## src/source/vdec_defs.svh

```systemverilog
// ~~~~~~~~~~~~~~~~~~~~~~~~~~~~~~~~~~~~~~~~~~~~~~~~~~~~~~~~~~~
// lane count, data widths and execute credit depth
// for the vector decode element sequencing stage
// ~~~~~~~~~~~~~~~~~~~~~~~~~~~~~~~~~~~~~~~~~~~~~~~~~~~~~~~~~~~
`ifndef VDEC_DEFS_SVH
`define VDEC_DEFS_SVH

// elements handled per cycle
`define VDEC_LANES 2

// scalar operand and mask word width
`define VDEC_XLEN 32

// element offset width, offsets wrap modulo 64
`define VDEC_OFF_W 6

// execute side buffer slots
`define VDEC_CREDITS 4

`endif

```

## src/source/vdec_pkg.sv

```systemverilog
// ~~~~~~~~~~~~~~~~~~~~~~~~~~~~~~~~~~~~~~~~~~~~~~~~~~~~~~~~~~~
// vector decode types: operand, offset, credit and
// immediate vectors, offset source and sequencer enums
// ~~~~~~~~~~~~~~~~~~~~~~~~~~~~~~~~~~~~~~~~~~~~~~~~~~~~~~~~~~~
`include "vdec_defs.svh"

package vdec_pkg;

  typedef logic [`VDEC_XLEN-1:0]  word_t;
  typedef logic [`VDEC_OFF_W-1:0] offset_t;
  typedef logic [2:0]             credit_t;
  typedef logic [4:0]             imm5_t;

  // gather / slide operand offset sources
  typedef enum logic [3:0] {
    VS2_SRC_NORMAL   = 4'd0,
    VS2_SRC_PLUS_XS1 = 4'd1,
    VS2_SRC_PLUS_IMM = 4'd2,
    VS2_SRC_PLUS_1   = 4'd3,
    VS2_SRC_MINUS_1  = 4'd4,
    VS2_SRC_XS1      = 4'd5,
    VS2_SRC_IMM      = 4'd6,
    VS2_SRC_ZERO     = 4'd7
  } vs2_src_t;

  // destination write offset sources
  typedef enum logic [2:0] {
    VD_SRC_NORMAL   = 3'd0,
    VD_SRC_ZERO     = 3'd1,
    VD_SRC_PLUS_XS1 = 3'd2,
    VD_SRC_PLUS_IMM = 3'd3,
    VD_SRC_PLUS_1   = 3'd4
  } vd_src_t;

  typedef enum logic {
    IDLE = 1'b0,
    RUN  = 1'b1
  } seq_state_t;

endpackage

```

## src/source/decode_issue_reg.sv

```systemverilog
// ~~~~~~~~~~~~~~~~~~~~~~~~~~~~~~~~~~~~~~~~~~~~~~~~~~~~~~~~~~~
// issue register toward execute, all lanes in one bundle
// ~~~~~~~~~~~~~~~~~~~~~~~~~~~~~~~~~~~~~~~~~~~~~~~~~~~~~~~~~~~
`include "vdec_defs.svh"

module decode_issue_reg import vdec_pkg::*; (
  input  logic                           CLK,
  input  logic                           nRST,
  input  logic                           flush,
  input  logic                           emit,
  input  logic                           emit_last,
  input  offset_t [`VDEC_LANES-1:0]      lane_vs1,
  input  offset_t [`VDEC_LANES-1:0]      lane_vs2,
  input  offset_t [`VDEC_LANES-1:0]      lane_wo,
  input  logic    [`VDEC_LANES-1:0]      lane_wen,
  output logic                           issue_valid,
  output logic                           issue_last,
  output offset_t [`VDEC_LANES-1:0]      vs1_offset,
  output offset_t [`VDEC_LANES-1:0]      vs2_offset,
  output offset_t [`VDEC_LANES-1:0]      woffset,
  output logic    [`VDEC_LANES-1:0]      wen
);

  always_ff @(posedge CLK, negedge nRST) begin
    if (!nRST) begin
      issue_valid <= 1'b0;
      issue_last  <= 1'b0;
      vs1_offset  <= '0;
      vs2_offset  <= '0;
      woffset     <= '0;
      wen         <= '0;
    end else if (flush) begin
      issue_valid <= 1'b0;
      issue_last  <= 1'b0;
      vs1_offset  <= '0;
      vs2_offset  <= '0;
      woffset     <= '0;
      wen         <= '0;
    end else if (emit) begin
      issue_valid <= 1'b1;
      issue_last  <= emit_last;
      vs1_offset  <= lane_vs1;
      vs2_offset  <= lane_vs2;
      woffset     <= lane_wo;
      wen         <= lane_wen;
    end else begin
      // bubble: offsets keep their old value, nothing is written
      issue_valid <= 1'b0;
      issue_last  <= 1'b0;
      wen         <= '0;
    end
  end

endmodule

```

## src/source/element_sequencer.sv

```systemverilog
// ~~~~~~~~~~~~~~~~~~~~~~~~~~~~~~~~~~~~~~~~~~~~~~~~~~~~~~~~~~~
// element pair sequencer with execute credit counter
// ~~~~~~~~~~~~~~~~~~~~~~~~~~~~~~~~~~~~~~~~~~~~~~~~~~~~~~~~~~~
`include "vdec_defs.svh"

module element_sequencer import vdec_pkg::*; (
  input  logic    CLK,
  input  logic    nRST,
  input  logic    start,
  input  logic    flush,
  input  logic    credit_return,
  input  offset_t vl,
  input  offset_t vstart,
  output logic    ready,
  output logic    emit,
  output logic    emit_last,
  output offset_t base
);

  seq_state_t state, next_state;
  offset_t    next_base;
  credit_t    credits, next_credits;

  // one extra bit so the end test cannot wrap
  logic [`VDEC_OFF_W:0] base_end;

  assign ready = (state == IDLE);

  // a pair leaves whenever running with a free execute slot;
  // held off during flush so no credit is spent on a dropped pair
  assign emit = (state == RUN) && (credits != '0) && !flush;

  // also covers vstart >= vl, since base starts at vstart
  assign base_end  = {1'b0, base} + (`VDEC_OFF_W+1)'(`VDEC_LANES);
  assign emit_last = (base_end >= {1'b0, vl});

  always_comb begin
    next_state = state;
    next_base  = base;
    if (flush) begin
      next_state = IDLE;
    end else begin
      case (state)
        IDLE: begin
          if (start) begin
            next_state = RUN;
            next_base  = vstart;
          end
        end
        RUN: begin
          if (emit) begin
            if (emit_last) begin
              next_state = IDLE;
            end else begin
              next_base = base + offset_t'(`VDEC_LANES);
            end
          end
        end
        default: next_state = IDLE;
      endcase
    end
  end

  // slot taken on emit, slot freed on return
  always_comb begin
    case ({emit, credit_return})
      2'b10:   next_credits = credits - credit_t'(1);
      2'b01:   next_credits = credits + credit_t'(1);
      default: next_credits = credits;
    endcase
  end

  always_ff @(posedge CLK, negedge nRST) begin
    if (!nRST) begin
      state   <= IDLE;
      base    <= '0;
      credits <= credit_t'(`VDEC_CREDITS);
    end else begin
      state   <= next_state;
      base    <= next_base;
      credits <= next_credits;
    end
  end

endmodule

```

## src/source/lane_offset_gen.sv

```systemverilog
// ~~~~~~~~~~~~~~~~~~~~~~~~~~~~~~~~~~~~~~~~~~~~~~~~~~~~~~~~~~~
// per lane operand and write offsets, mask bit select
// and write enable
// ~~~~~~~~~~~~~~~~~~~~~~~~~~~~~~~~~~~~~~~~~~~~~~~~~~~~~~~~~~~
`include "vdec_defs.svh"

module lane_offset_gen import vdec_pkg::*; #(
  parameter int LANE = 0
) (
  input  offset_t  base,
  input  offset_t  vl,
  input  vs2_src_t vs2_src,
  input  vd_src_t  vd_src,
  input  word_t    xs1,
  input  imm5_t    imm5,
  input  logic     masked,
  input  logic     is_store,
  input  word_t    mask_word,
  output offset_t  vs1_offset,
  output offset_t  vs2_offset,
  output offset_t  woffset,
  output logic     wen
);

  localparam int MIDX_W = $clog2(`VDEC_XLEN);

  logic [`VDEC_OFF_W:0] elem_wide;
  offset_t              elem;
  offset_t              xs1_off;
  offset_t              imm_off;
  logic                 lane_valid;
  logic                 mask_bit;

  assign elem_wide  = {1'b0, base} + (`VDEC_OFF_W+1)'(LANE);
  assign elem       = elem_wide[`VDEC_OFF_W-1:0];
  assign lane_valid = (elem_wide < {1'b0, vl});

  // scalar truncated, immediate zero extended
  assign xs1_off = xs1[`VDEC_OFF_W-1:0];
  assign imm_off = offset_t'(imm5);

  assign vs1_offset = elem;

  always_comb begin
    case (vs2_src)
      VS2_SRC_NORMAL:   vs2_offset = elem;
      VS2_SRC_PLUS_XS1: vs2_offset = elem + xs1_off;
      VS2_SRC_PLUS_IMM: vs2_offset = elem + imm_off;
      VS2_SRC_PLUS_1:   vs2_offset = elem + offset_t'(1);
      VS2_SRC_MINUS_1:  vs2_offset = elem - offset_t'(1);
      VS2_SRC_XS1:      vs2_offset = xs1_off;
      VS2_SRC_IMM:      vs2_offset = imm_off;
      default:          vs2_offset = '0;
    endcase
  end

  always_comb begin
    case (vd_src)
      VD_SRC_NORMAL:   woffset = elem;
      VD_SRC_PLUS_XS1: woffset = elem + xs1_off;
      VD_SRC_PLUS_IMM: woffset = elem + imm_off;
      VD_SRC_PLUS_1:   woffset = elem + offset_t'(1);
      default:         woffset = '0;
    endcase
  end

  // valid elements sit below vl, so the low bits index the mask
  assign mask_bit = mask_word[elem[MIDX_W-1:0]];

  assign wen = lane_valid && !is_store && (!masked || mask_bit);

endmodule

```

## src/source/vector_decode_stage.sv

```systemverilog
// ~~~~~~~~~~~~~~~~~~~~~~~~~~~~~~~~~~~~~~~~~~~~~~~~~~~~~~~~~~~
// vector decode stage top: sequencer, lanes, issue register
// ~~~~~~~~~~~~~~~~~~~~~~~~~~~~~~~~~~~~~~~~~~~~~~~~~~~~~~~~~~~
`include "vdec_defs.svh"

module vector_decode_stage import vdec_pkg::*; (
  input  logic                      CLK,
  input  logic                      nRST,
  input  logic                      flush,
  input  logic                      start,
  input  logic                      credit_return,
  input  offset_t                   vl,
  input  offset_t                   vstart,
  input  vs2_src_t                  vs2_src,
  input  vd_src_t                   vd_src,
  input  word_t                     xs1,
  input  imm5_t                     imm5,
  input  logic                      masked,
  input  word_t                     mask_word,
  input  logic                      is_store,
  output logic                      ready,
  output logic                      issue_valid,
  output logic                      issue_last,
  output offset_t [`VDEC_LANES-1:0] vs1_offset,
  output offset_t [`VDEC_LANES-1:0] vs2_offset,
  output offset_t [`VDEC_LANES-1:0] woffset,
  output logic    [`VDEC_LANES-1:0] wen
);

  logic                      emit;
  logic                      emit_last;
  offset_t                   base;
  offset_t [`VDEC_LANES-1:0] lane_vs1;
  offset_t [`VDEC_LANES-1:0] lane_vs2;
  offset_t [`VDEC_LANES-1:0] lane_wo;
  logic    [`VDEC_LANES-1:0] lane_wen;

  element_sequencer u_seq (
    .CLK(CLK), .nRST(nRST), .start(start), .flush(flush),
    .credit_return(credit_return), .vl(vl), .vstart(vstart),
    .ready(ready), .emit(emit), .emit_last(emit_last), .base(base)
  );

  // one offset generator per lane, element = base + lane
  for (genvar i = 0; i < `VDEC_LANES; i++) begin : g_lane
    lane_offset_gen #(.LANE(i)) u_lane (
      .base(base), .vl(vl), .vs2_src(vs2_src), .vd_src(vd_src),
      .xs1(xs1), .imm5(imm5), .masked(masked), .is_store(is_store),
      .mask_word(mask_word), .vs1_offset(lane_vs1[i]),
      .vs2_offset(lane_vs2[i]), .woffset(lane_wo[i]), .wen(lane_wen[i])
    );
  end

  decode_issue_reg u_issue (
    .CLK(CLK), .nRST(nRST), .flush(flush), .emit(emit), .emit_last(emit_last),
    .lane_vs1(lane_vs1), .lane_vs2(lane_vs2), .lane_wo(lane_wo),
    .lane_wen(lane_wen), .issue_valid(issue_valid), .issue_last(issue_last),
    .vs1_offset(vs1_offset), .vs2_offset(vs2_offset), .woffset(woffset),
    .wen(wen)
  );

endmodule
```

## config.mk

```make
export PLATFORM = sky130hd
export DESIGN_NAME = vector_decode_stage
export DESIGN_NICKNAME = d
export VERILOG_FILES = /design/src/source/vdec_pkg.sv /design/src/source/decode_issue_reg.sv /design/src/source/element_sequencer.sv /design/src/source/lane_offset_gen.sv /design/src/source/vector_decode_stage.sv
export VERILOG_INCLUDE_DIRS = /design/src /design/src/source
export SDC_FILE = /design/constraint.sdc
export NUM_CORES = 1
export LEC_CHECK = 0
export BUFFER_PORTS_ARGS = -buffer_cell sky130_fd_sc_hd__buf_2
export CAP_MARGIN = 20
export CORE_MARGIN = 1
export CORE_UTILIZATION = 52
export CTS_BUF_LIST = sky130_fd_sc_hd__clkbuf_8
export CTS_CLUSTER_DIAMETER = 50
export DETAILED_ROUTE_END_ITERATION = 16
export GPL_ROUTABILITY_DRIVEN = 0
export PLACE_DENSITY = 0.81
export SETUP_SLACK_MARGIN = 0.15
export SLEW_MARGIN = 20
export SYNTH_ARGS = -nofsm -noshare
export SYNTH_HDL_FRONTEND = slang
export SYNTH_SLANG_ARGS = --single-unit
```

## constraint.sdc

```tcl
create_clock -name CLK -period 5.3 [get_ports CLK]
set_input_delay 0.265 -clock CLK [delete_from_list [all_inputs] [get_ports CLK]]
set_output_delay 0.265 -clock CLK [all_outputs]
set_load 0.1 [all_outputs]
```

== Yosys cells after proc, flatten, opt, wreduce, memory -nomap -nowiden ==
Cells that the tools add are included.

* Register bits after elaboration: 50
* Input bits: 95
* Output and inout port bits: 41
* Word-level logic and storage cells: 93

* Add/sub/neg operators: 13
* Order comparisons: 5
* Equal/unequal tests: 14
* Mux-type cells: 30
* Bitwise operators: 2
* Reduce and logical (&&, ||, !) cells: 17

{| class="wikitable"
|+ Operators with widths
! operator !! number
|-
| $pmux W6 S7 || 2
|-
| $mux W12 || 6
|-
| $pmux W6 S4 || 2
|-
| $mux W6 || 3
|-
| $add A6 B1 Y6 const B || 2
|-
| $add A6 B5 Y6 || 2
|-
| $add A6 B6 Y6 || 2
|-
| $eq A4 B3 Y1 const B || 3
|-
| $lt A5 B6 Y1 const B || 2
|-
| $pmux W6 S2 || 1
|-
| $sub A6 B1 Y6 const B || 2
|-
| $bmux W1 S5 || 2
|-
| $mux W1 || 10
|-
| $eq A4 B2 Y1 const B || 2
|-
| $add A6 B1 Y7 const B || 1
|-
| $add A6 B2 Y7 const B || 1
|-
| $ge A7 B6 Y1 || 1
|-
| $lt A7 B6 Y1 || 1
|-
| $add A6 B2 Y6 const B || 1
|-
| $eq A3 B2 Y1 const B || 2
|-
| $logic_and A1 B1 Y1 || 6
|-
| $lt A6 B6 Y1 || 1
|-
| $pmux W3 S2 || 1
|-
| $eq A4 B1 Y1 const B || 1
|-
| other kinds (17) || 24
|}

== Depth between registers and ports, before layout ==
Gate-level depths: netlist of run 1.

* Depth after elaboration: 7
* Depth in mapped cells: 11

== Hierarchy ==
From an unflattened synthesis of run 1, not the netlist that was laid out.

* Cell total of the unflattened synthesis: 663
* Area total of the unflattened synthesis: 5,823.1 µm²

{| class="wikitable"
|+ Modules (own cells, without submodules)
! module !! instances !! cells each !! area each (µm²) !! seq. area each (µm²)
|-
| lane_offset_gen (g_lane[1].u_lane) || 1 || 234 || 1,722.9 || 0.0
|-
| lane_offset_gen (g_lane[0].u_lane) || 1 || 231 || 1,682.9 || 0.0
|-
| decode_issue_reg || 1 || 124 || 1,620.3 || 1,001.0
|-
| element_sequencer || 1 || 74 || 797.0 || 251.5
|}

== Least setup slack after synthesis of run 1 ==
OpenSTA, ideal clock, no wires.

* Kind: flip-flop to flip-flop
* Start: reg u_seq.base[1]
* End: reg u_issue.vs2_offset[10] (netlist name)
* Setup time: 122 ps
* Arrival: 2,820 ps
* Data required time: 5,178 ps
* Slack: 2,358 ps
* Stages on the path, launching flop included: 11
* Clock period less this slack: 2,942 ps
* Cell sequence: dfrtp_1 -> clkbuf_1 -> inv_1 -> ha_1 -> fa_1 -> a21o_1 -> a21oi_1 -> xnor2_1 -> a221oi_1 -> o211ai_1 -> a22o_1

* Cells in the longest elaborated chain, start to end: 5
* Elaborated cells on any way between the ends: 8
* Those cells by class: add/sub (5); mux (3)

{| class="wikitable"
|+ Ends and longest elaborated chain
! item !! line !! RTL
|-
| start, declared || element_sequencer.sv:17 || <nowiki>output offset_t base</nowiki>
|-
| start signal, assigned || element_sequencer.sv:80 || <nowiki>base <= next_base;</nowiki>
|-
| $add A6 B1 Y7 * || lane_offset_gen.sv:34 || <nowiki>assign elem_wide = {1'b0, base} + (`VDEC_OFF_W+1)'(LANE);</nowiki>
|-
| $sub A6 B1 Y6, or another cell as far along || lane_offset_gen.sv:50 || <nowiki>VS2_SRC_MINUS_1: vs2_offset = elem - offset_t'(1);</nowiki>
|-
| $pmux W6 S7 * || lane_offset_gen.sv:45 || <nowiki>case (vs2_src)</nowiki>
|-
| $mux W12 * || decode_issue_reg.sv:39 || <nowiki>end else if (emit) begin</nowiki>
|-
| $mux W12 * || decode_issue_reg.sv:32 || <nowiki>end else if (flush) begin</nowiki>
|-
| end signal, assigned || decode_issue_reg.sv:43 || <nowiki>vs2_offset <= lane_vs2;</nowiki>
|-
| end, declared || decode_issue_reg.sv:19 || <nowiki>output offset_t [`VDEC_LANES-1:0] vs2_offset,</nowiki>
|}

Mark *: on every way between the ends. The rest lies on a longest branch, timed or not. The select of a mux whose other input is x is not followed.
A chain may end at the register's enable or synchronous reset.

== Worst setup path after layout of run 1 ==
Same ends and word-level chain as after synthesis.

==> flow_metrics.tcl, run 1 <==
set metrics [dict create \
    result_of_the_run "finished with violations" \
    failed_checks "negative hold slack" \
    register_bit_count_reported_by_yosys 50 \
    synth.area.mux_share_pct 10.2 \
    num_rows 34 \
    cap_violations 0 \
    dp.cells 726 \
    maxSlewViolCount 0 \
    critPathMaxStageDelay_ns 0.93 \
    synthDominantCellAreaShare_pct 25.1 \
    dr.pass1.iters 6 \
    vdd_ir_max_uv 354 \
    synth_top_area_cell "dfrtp_1" \
    post_cts_resize_count 0 \
    syn_avg_cell_area_um2 9.02 \
    finalCriticalPeriod_ns 3.72 \
    fin_hold_ws_ns -0.0245 \
    cts_num_sinks 50 \
    dominant_combinational_cell_family_by_area_after_synthesis "compound AO/OA/AOI/OAI gates" \
    wl_per_cell_um 18.8 \
    grt_start_max_net_pins 51 \
    timing.setup.critical_path_class "reg -> reg" \
    detailedRoute.firstIterationViolations 706 \
    top_reg_cell_synth "dfrtp_1" \
    cp_max_fo 19 \
    timing.critical_path.slowest_stage_cell "dfrtp_1" \
    timing.critical_path.from_type "flop" \
    dp_hpwl_um 10600 \
    tightestPinTransition_ns 0.894 \
    ys_top_cells_by_area "dfrtp_1, ha_1, mux4_2, xnor2_1, a21oi_1" \
    critPathCaptureType "flop" \
    grtUsageTotal_pct 28.9 \
    worst_path_most_repeated_cell "ha_1" \
    cts.hold.buffers_added 0 \
    synth_cell_types 69 \
    hold_class "in -> async" \
    ys.warnings.count 0 \
    power_leakage_nw 2.63 \
    grt-ovfl-total 0 \
    detailroute.via_count 4760 \
    synth_cells 541 \
    cts_tree "built" \
    drc_errors 0 \
    post_synth_and_or_nand_nor_area_fraction_pct 14.1 \
    drtAntennaViolNets 0 \
    fin_tns_setup_ns 0 \
    post_synth_xor_area_fraction_pct 6.75 \
    portBuffers 109 \
    timing.slew.headroom_pct 40.4 \
    postCtsSetupBuffers 0 \
    grt_pass1_vias 4376 \
    worst-endpoint-required_ns 5.49 \
    fin_cells 734 \
    report.final.setup_viol 0 \
    totalWireLength_um 13800 \
    synth_sequential_area_ratio_pct 25.7 \
    floorplan.io_pins 136 \
    floorplan.die_area_um2 9770 \
    postSynth.asyncResetShare_pct 100 \
    chipWidth_um 98.9 \
    max_freq_ghz 0.269 \
    critical_path_at_ns 3.91 \
    start_util_pct 54.9 \
    cts-root-buf "clkbuf_8" \
    diodes 0 \
    synth-compound-area-share_pct 24.5 \
    design.core.area_um2 8890 \
    clock-skew-final_ns 0.0156 \
    via_per_inst 6.49 \
    die_height_um 98.9 \
    cts-root-to-sink-buffers 2 \
    crit_chain "ha_1 -> nand3_1 -> xor2_2 -> inv_2 -> ha_1 -> xnor2_1 -> a221oi_1 -> o211ai_1 -> a22o_1" \
    worst-r2r-setup-slack_ns 1.58 \
    pwrdens_nw_per_um2 539 \
    clk_transition_reported_paths_ns 0.10 \
    grt_pass1_wl_um 22300 \
    synthesis.nets 687 \
    final_layout_size_suffix_gt1_share_pct 24.1 \
    min_period_over_period_pct 70.1 \
    worstSkewPairLatency_ns 0.31 \
    hold_viol 48 \
    rsz0062_at_grt "false" \
    post_synth_fa_ha_maj_area_fraction_pct 13.8 \
    synth_area_um2 4880 \
    synth_enable_flop_cells 0 \
    ctsHtreeMaxLevel 2 \
    layout-area-overhead-vs-synth_pct 13.2 \
    cts_buffers 5 \
    initial_antenna_violation_count 0 \
    nNetsFinal 771 \
]
==> power by group <==
part	switching (mW)	internal [mW]	total, mW
logic	1.36	0.761	2.12
registers	0.179	0.457	0.636
clock network	0.132	0.0930	0.225
==> metal layers <==
layer	global-route usage, %	wire [um]	up-vias	share of wire [%]
li1	-	-	2196	-
met1	41.2	5870	2236	43
met2	44.3	6150	279	45
met3	4.75	1360	49	9.9
met4	10.1	396	0	2.9
met5	0	0	-	0
==> area by class of cell <==
type | count | area (um2)
clock buffers | 5 | 68.8
clock inverters | 3 | 21.3
fillers | 810 | 3370
inverters | 22 | 85.1
multi-input cells | 434 | 3390
flip-flops and latches | 50 | 1250
well taps | 108 | 135
repair buffers | 112 | 571
==> synth_stat cells (all sizes together) (6+ instances only) <==
cell / n
o21ai: 39
a21oi: 40
nand2: 50
nor2: 36
ha: 46
a21o: 12
clkbuf: 23
xor2: 9
a22o: 13
xnor2: 26
mux2i: 9
nand3: 12
inv: 22
nor2b: 6
mux4: 16
a221oi: 6
buf: 12
nor3: 9
a22oi: 12
a211oi: 11
dfrtp: 49
==> path summary, 6_finish.rpt <==
path / startpoint / to / cells after the start
min in group CLK: flush / u_seq.state / 2
worst min-delay path: nRST / u_issue.vs2_offset[5] / 1
max in group asynchronous: nRST / u_issue.woffset[0] / 1
worst min register to register: u_issue.vs2_offset[0] / u_issue.vs2_offset[0] / 2
worst max register to register: u_seq.base[1] / u_issue.vs2_offset[10] / 9
worst max-delay path: u_seq.base[1] / u_issue.vs2_offset[10] / 9
==> sequential cells by signal, summed over array words and instances (netlist names) <==
register,flops
u_issue.issue_last,1
u_issue.issue_valid,1
u_issue.vs1_offset,12
u_issue.vs2_offset,12
u_issue.wen,2
u_issue.woffset,12
u_seq.base,6
u_seq.credits,3
u_seq.state,1
==> cells by family (layout without fill, tap and decap cells) <==
group,Yosys count,in the layout
adder cells (fa/ha/maj),51,51
AO/OA/AOI/OAI,177,177
AND/OR/NAND/NOR,143,143
flip-flops,50,50
multiplexers,28,28
buffers and inverters,57,142
XOR/XNOR,35,35
==> through the flow <==
| stage | instance area, um2 | power (mW) | worst slack (ns) | utilization, % |
|---|---|---|---|---|
| floorplan | 4880 | 2.21 | 2.36 | - |
| global placement | 5430 | 2.64 | 1.74 | 61.0 |
| detailed placement | 5430 | 2.70 | 1.71 | 61.0 |
| CTS | 5520 | 2.93 | 1.67 | 62.1 |
| global route | 5520 | 3.17 | 1.42 | 62.1 |
| finish | 5520 | 2.98 | 1.58 | 62.1 |
==> cells in the final DEF (no fill, tap or decap), drive strengths merged, types with 12 or more instances in the layout <==
| cell | n |
|---|---|
| o21ai | 39 |
| nor2 | 36 |
| buf | 112 |
| dfrtp | 49 |
| nand3 | 12 |
| inv | 22 |
| mux4 | 16 |
| nand2 | 50 |
| a21o | 12 |
| a21oi | 40 |
| a22o | 13 |
| xnor2 | 26 |
| ha | 46 |
| a22oi | 12 |
==> critical path, delay by kind of cell, from the launching register on <==
| family | cells | cell delay, ns |
|---|---|---|
| AOI/OAI and AO/OA | 3 | 0.75 |
| xor gates and xnor gates | 2 | 0.68 |
| adders and majority gates | 2 | 0.83 |
| buffers and inverters | 1 | 0.24 |
| DFF | 1 | 0.93 |
| and+or+nand+nor | 1 | 0.16 |
Power figures use the tool's default switching activity.
==> run 2, diff against run 1 <==
==> constraint.sdc (replaced) <==
create_clock -name CLK -period 3.45 [get_ports CLK]
set_input_delay 0.1725 -clock CLK [delete_from_list [all_inputs] [get_ports CLK]]
set_output_delay 0.1725 -clock CLK [all_outputs]
set_load 0.1 [all_outputs]
==> run 2 against run 1 <==
  * The run now ends clean
  * Clock power rose by 70%
  * Cell count increased by 2.3%
  * Flip-flop and latch count stayed put
  * Sequential share of layout area decreased by 0.57 points
  * Critical path depth rose by 1
  * Sequential power grew 34%
  * Largest cell class unchanged
==> flow_metrics.tcl, run 2 (synthesis gave the netlist of run 1 again) <==
set metrics [dict create \
    result_of_the_run "finished clean" \
    grt_start_max_net_pins 33 \
    min_path_cells 2 \
    cts_buffers 5 \
    detailroute.via_count 4943 \
    reg_top3 "u_issue.vs1_offset x12, u_issue.vs2_offset x12, u_issue.woffset x12" \
    final_layout_size_suffix_gt1_share_pct 26.0 \
    ctsHtreeMaxLevel 2 \
    timing.setup.critical_path_class "reg -> reg" \
    clock-skew-final_ns 0.0134 \
    report.final.setup_viol 0 \
    r2r_cells 10 \
    grt-ovfl-total 0 \
    power_after_layout_mw 4.78 \
    cap_violations 0 \
    nFillCells 759 \
    design.core.area_um2 8890 \
    most-common-layout-cells "buf_2, nand2_1, dfrtp_1" \
    drtAntennaViolNets 0 \
    tightestPinTransition_ns 0.859 \
    clk_transition_reported_paths_ns 0.10 \
    cp_max_fo 13 \
    maxSlewViolCount 0 \
    layout-area-overhead-vs-synth_pct 16.1 \
    diodes 0 \
    finalCriticalPeriod_ns 3.10 \
    fin_hold_ws_ns 0.0717 \
    via_per_inst 6.58 \
    vdd_ir_max_uv 400 \
    wl_per_cell_um 19.1 \
    grt_pass1_wl_um 23300 \
    grt_pass1_vias 4695 \
    floorplan.io_pins 136 \
    timing.slew.headroom_pct 42.6 \
    critPathCaptureType "flop" \
    fin_cells 751 \
    worst-endpoint-required_ns 3.63 \
    dr.pass1.iters 6 \
    drc_errors 0 \
    worst_path_most_repeated_cell "buf_4" \
    min_period_over_period_pct 89.9 \
    timing.critical_path.from_type "flop" \
    start_util_pct 54.9 \
    worstSkewPairLatency_ns 0.31 \
    nNetsFinal 788 \
    fin_tns_setup_ns 0 \
    cts-root-buf "clkbuf_8" \
    final_cell_area_um2 5660 \
    dp_hpwl_um 11200 \
    num_rows 34 \
    cts_tree "built" \
    cts-root-to-sink-buffers 2 \
    chipWidth_um 98.9 \
    critPathMaxStageDelay_ns 0.59 \
    die_height_um 98.9 \
    multiInputGateArea_um2 3390 \
    max_freq_ghz 0.322 \
    final_common_cell "buf_2" \
    initial_antenna_violation_count 0 \
    detailedRoute.firstIterationViolations 858 \
    hold_class "in -> reg" \
    pwrdens_nw_per_um2 843 \
    grtUsageTotal_pct 30.2 \
    cts_num_sinks 50 \
    crit_chain "buf_4 -> inv_1 -> ha_1 -> buf_4 -> nor2b_1 -> nand4_1 -> xnor2_1 -> o21ai_1 -> a211oi_1 -> o221ai_2" \
    hold_viol 0 \
    dp.cells 742 \
    critical_path_at_ns 3.28 \
    totalWireLength_um 14400 \
    timing.critical_path.slowest_stage_cell "ha_1" \
    power_leakage_nw 2.72 \
    floorplan.die_area_um2 9770 \
    sequential_cell_area_um2 1250 \
    portBuffers 109 \
    rsz0062_at_grt "false" \
    placed_cell_area_um2 5550 \
]
run 2: power by group:
group	internal (mW)	leakage, nW	switching [mW]	total (mW)
clock	0.184	0.0544	0.199	0.383
combinational	1.26	2.00	2.28	3.54
sequential	0.705	0.667	0.147	0.853
run 2: cell type report:
class | count | area share [%]
inverters | 22 | 1.50
clock buffers | 7 | 1.70
flip-flops and latches | 50 | 22.1
repair buffers | 129 | 12.3
well taps | 108 | 2.39
clock inverters | 1 | 0.155
multi-input cells | 434 | 59.8
run 2: final timing paths:
check                                              end             startpoint  slack [ns]
worst max-delay path            u_issue.vs2_offset[11]          u_seq.base[1]        0.35
worst min-delay path                    u_issue.wen[1]                 masked        0.07
worst max register to register  u_issue.vs2_offset[11]          u_seq.base[1]        0.35
worst min register to register   u_issue.vs2_offset[0]  u_issue.vs2_offset[0]        0.48
max in group asynchronous             u_seq.credits[2]                   nRST        2.20
min in group asynchronous        u_issue.vs2_offset[0]                   nRST        0.47
run 2: critical path: cells and delay by family (launching register included):
family,cells,cell delay [ns]
AO/OA/AOI/OAI,3,0.61
XOR/XNOR,1,0.24
adder cells (fa/ha/maj),1,0.59
buffers and inverters,3,0.63
flip-flops,1,0.40
AND/OR/NAND/NOR,2,0.51
run 2: per-stage QoR:
stage               utilization [%]  setup slack [ns]
floorplan                         -             0.508
global placement               62.4             0.546
detailed placement             62.4             0.474
CTS                            63.7             0.448
global route                   63.7             0.261
finish                         63.7             0.347
run 2: timing repair:
action / in CTS / in global routing
hold buffers: 1 / 0
endpoints found under the hold margin: 31 / 0
setup buffers: 0 / 0
resized for setup: 0 / 0
run 2: per-layer routing:
| metal | track usage (%) | vias to the layer above | routed length, um |
|---|---|---|---|
| met5 | 0 | - | 0 |
| met4 | 10.4 | 0 | 466 |
| met3 | 5.39 | 60 | 1530 |
| met2 | 47.8 | 352 | 6390 |
| met1 | 41.7 | 2302 | 5990 |
| li1 | - | 2229 | - |
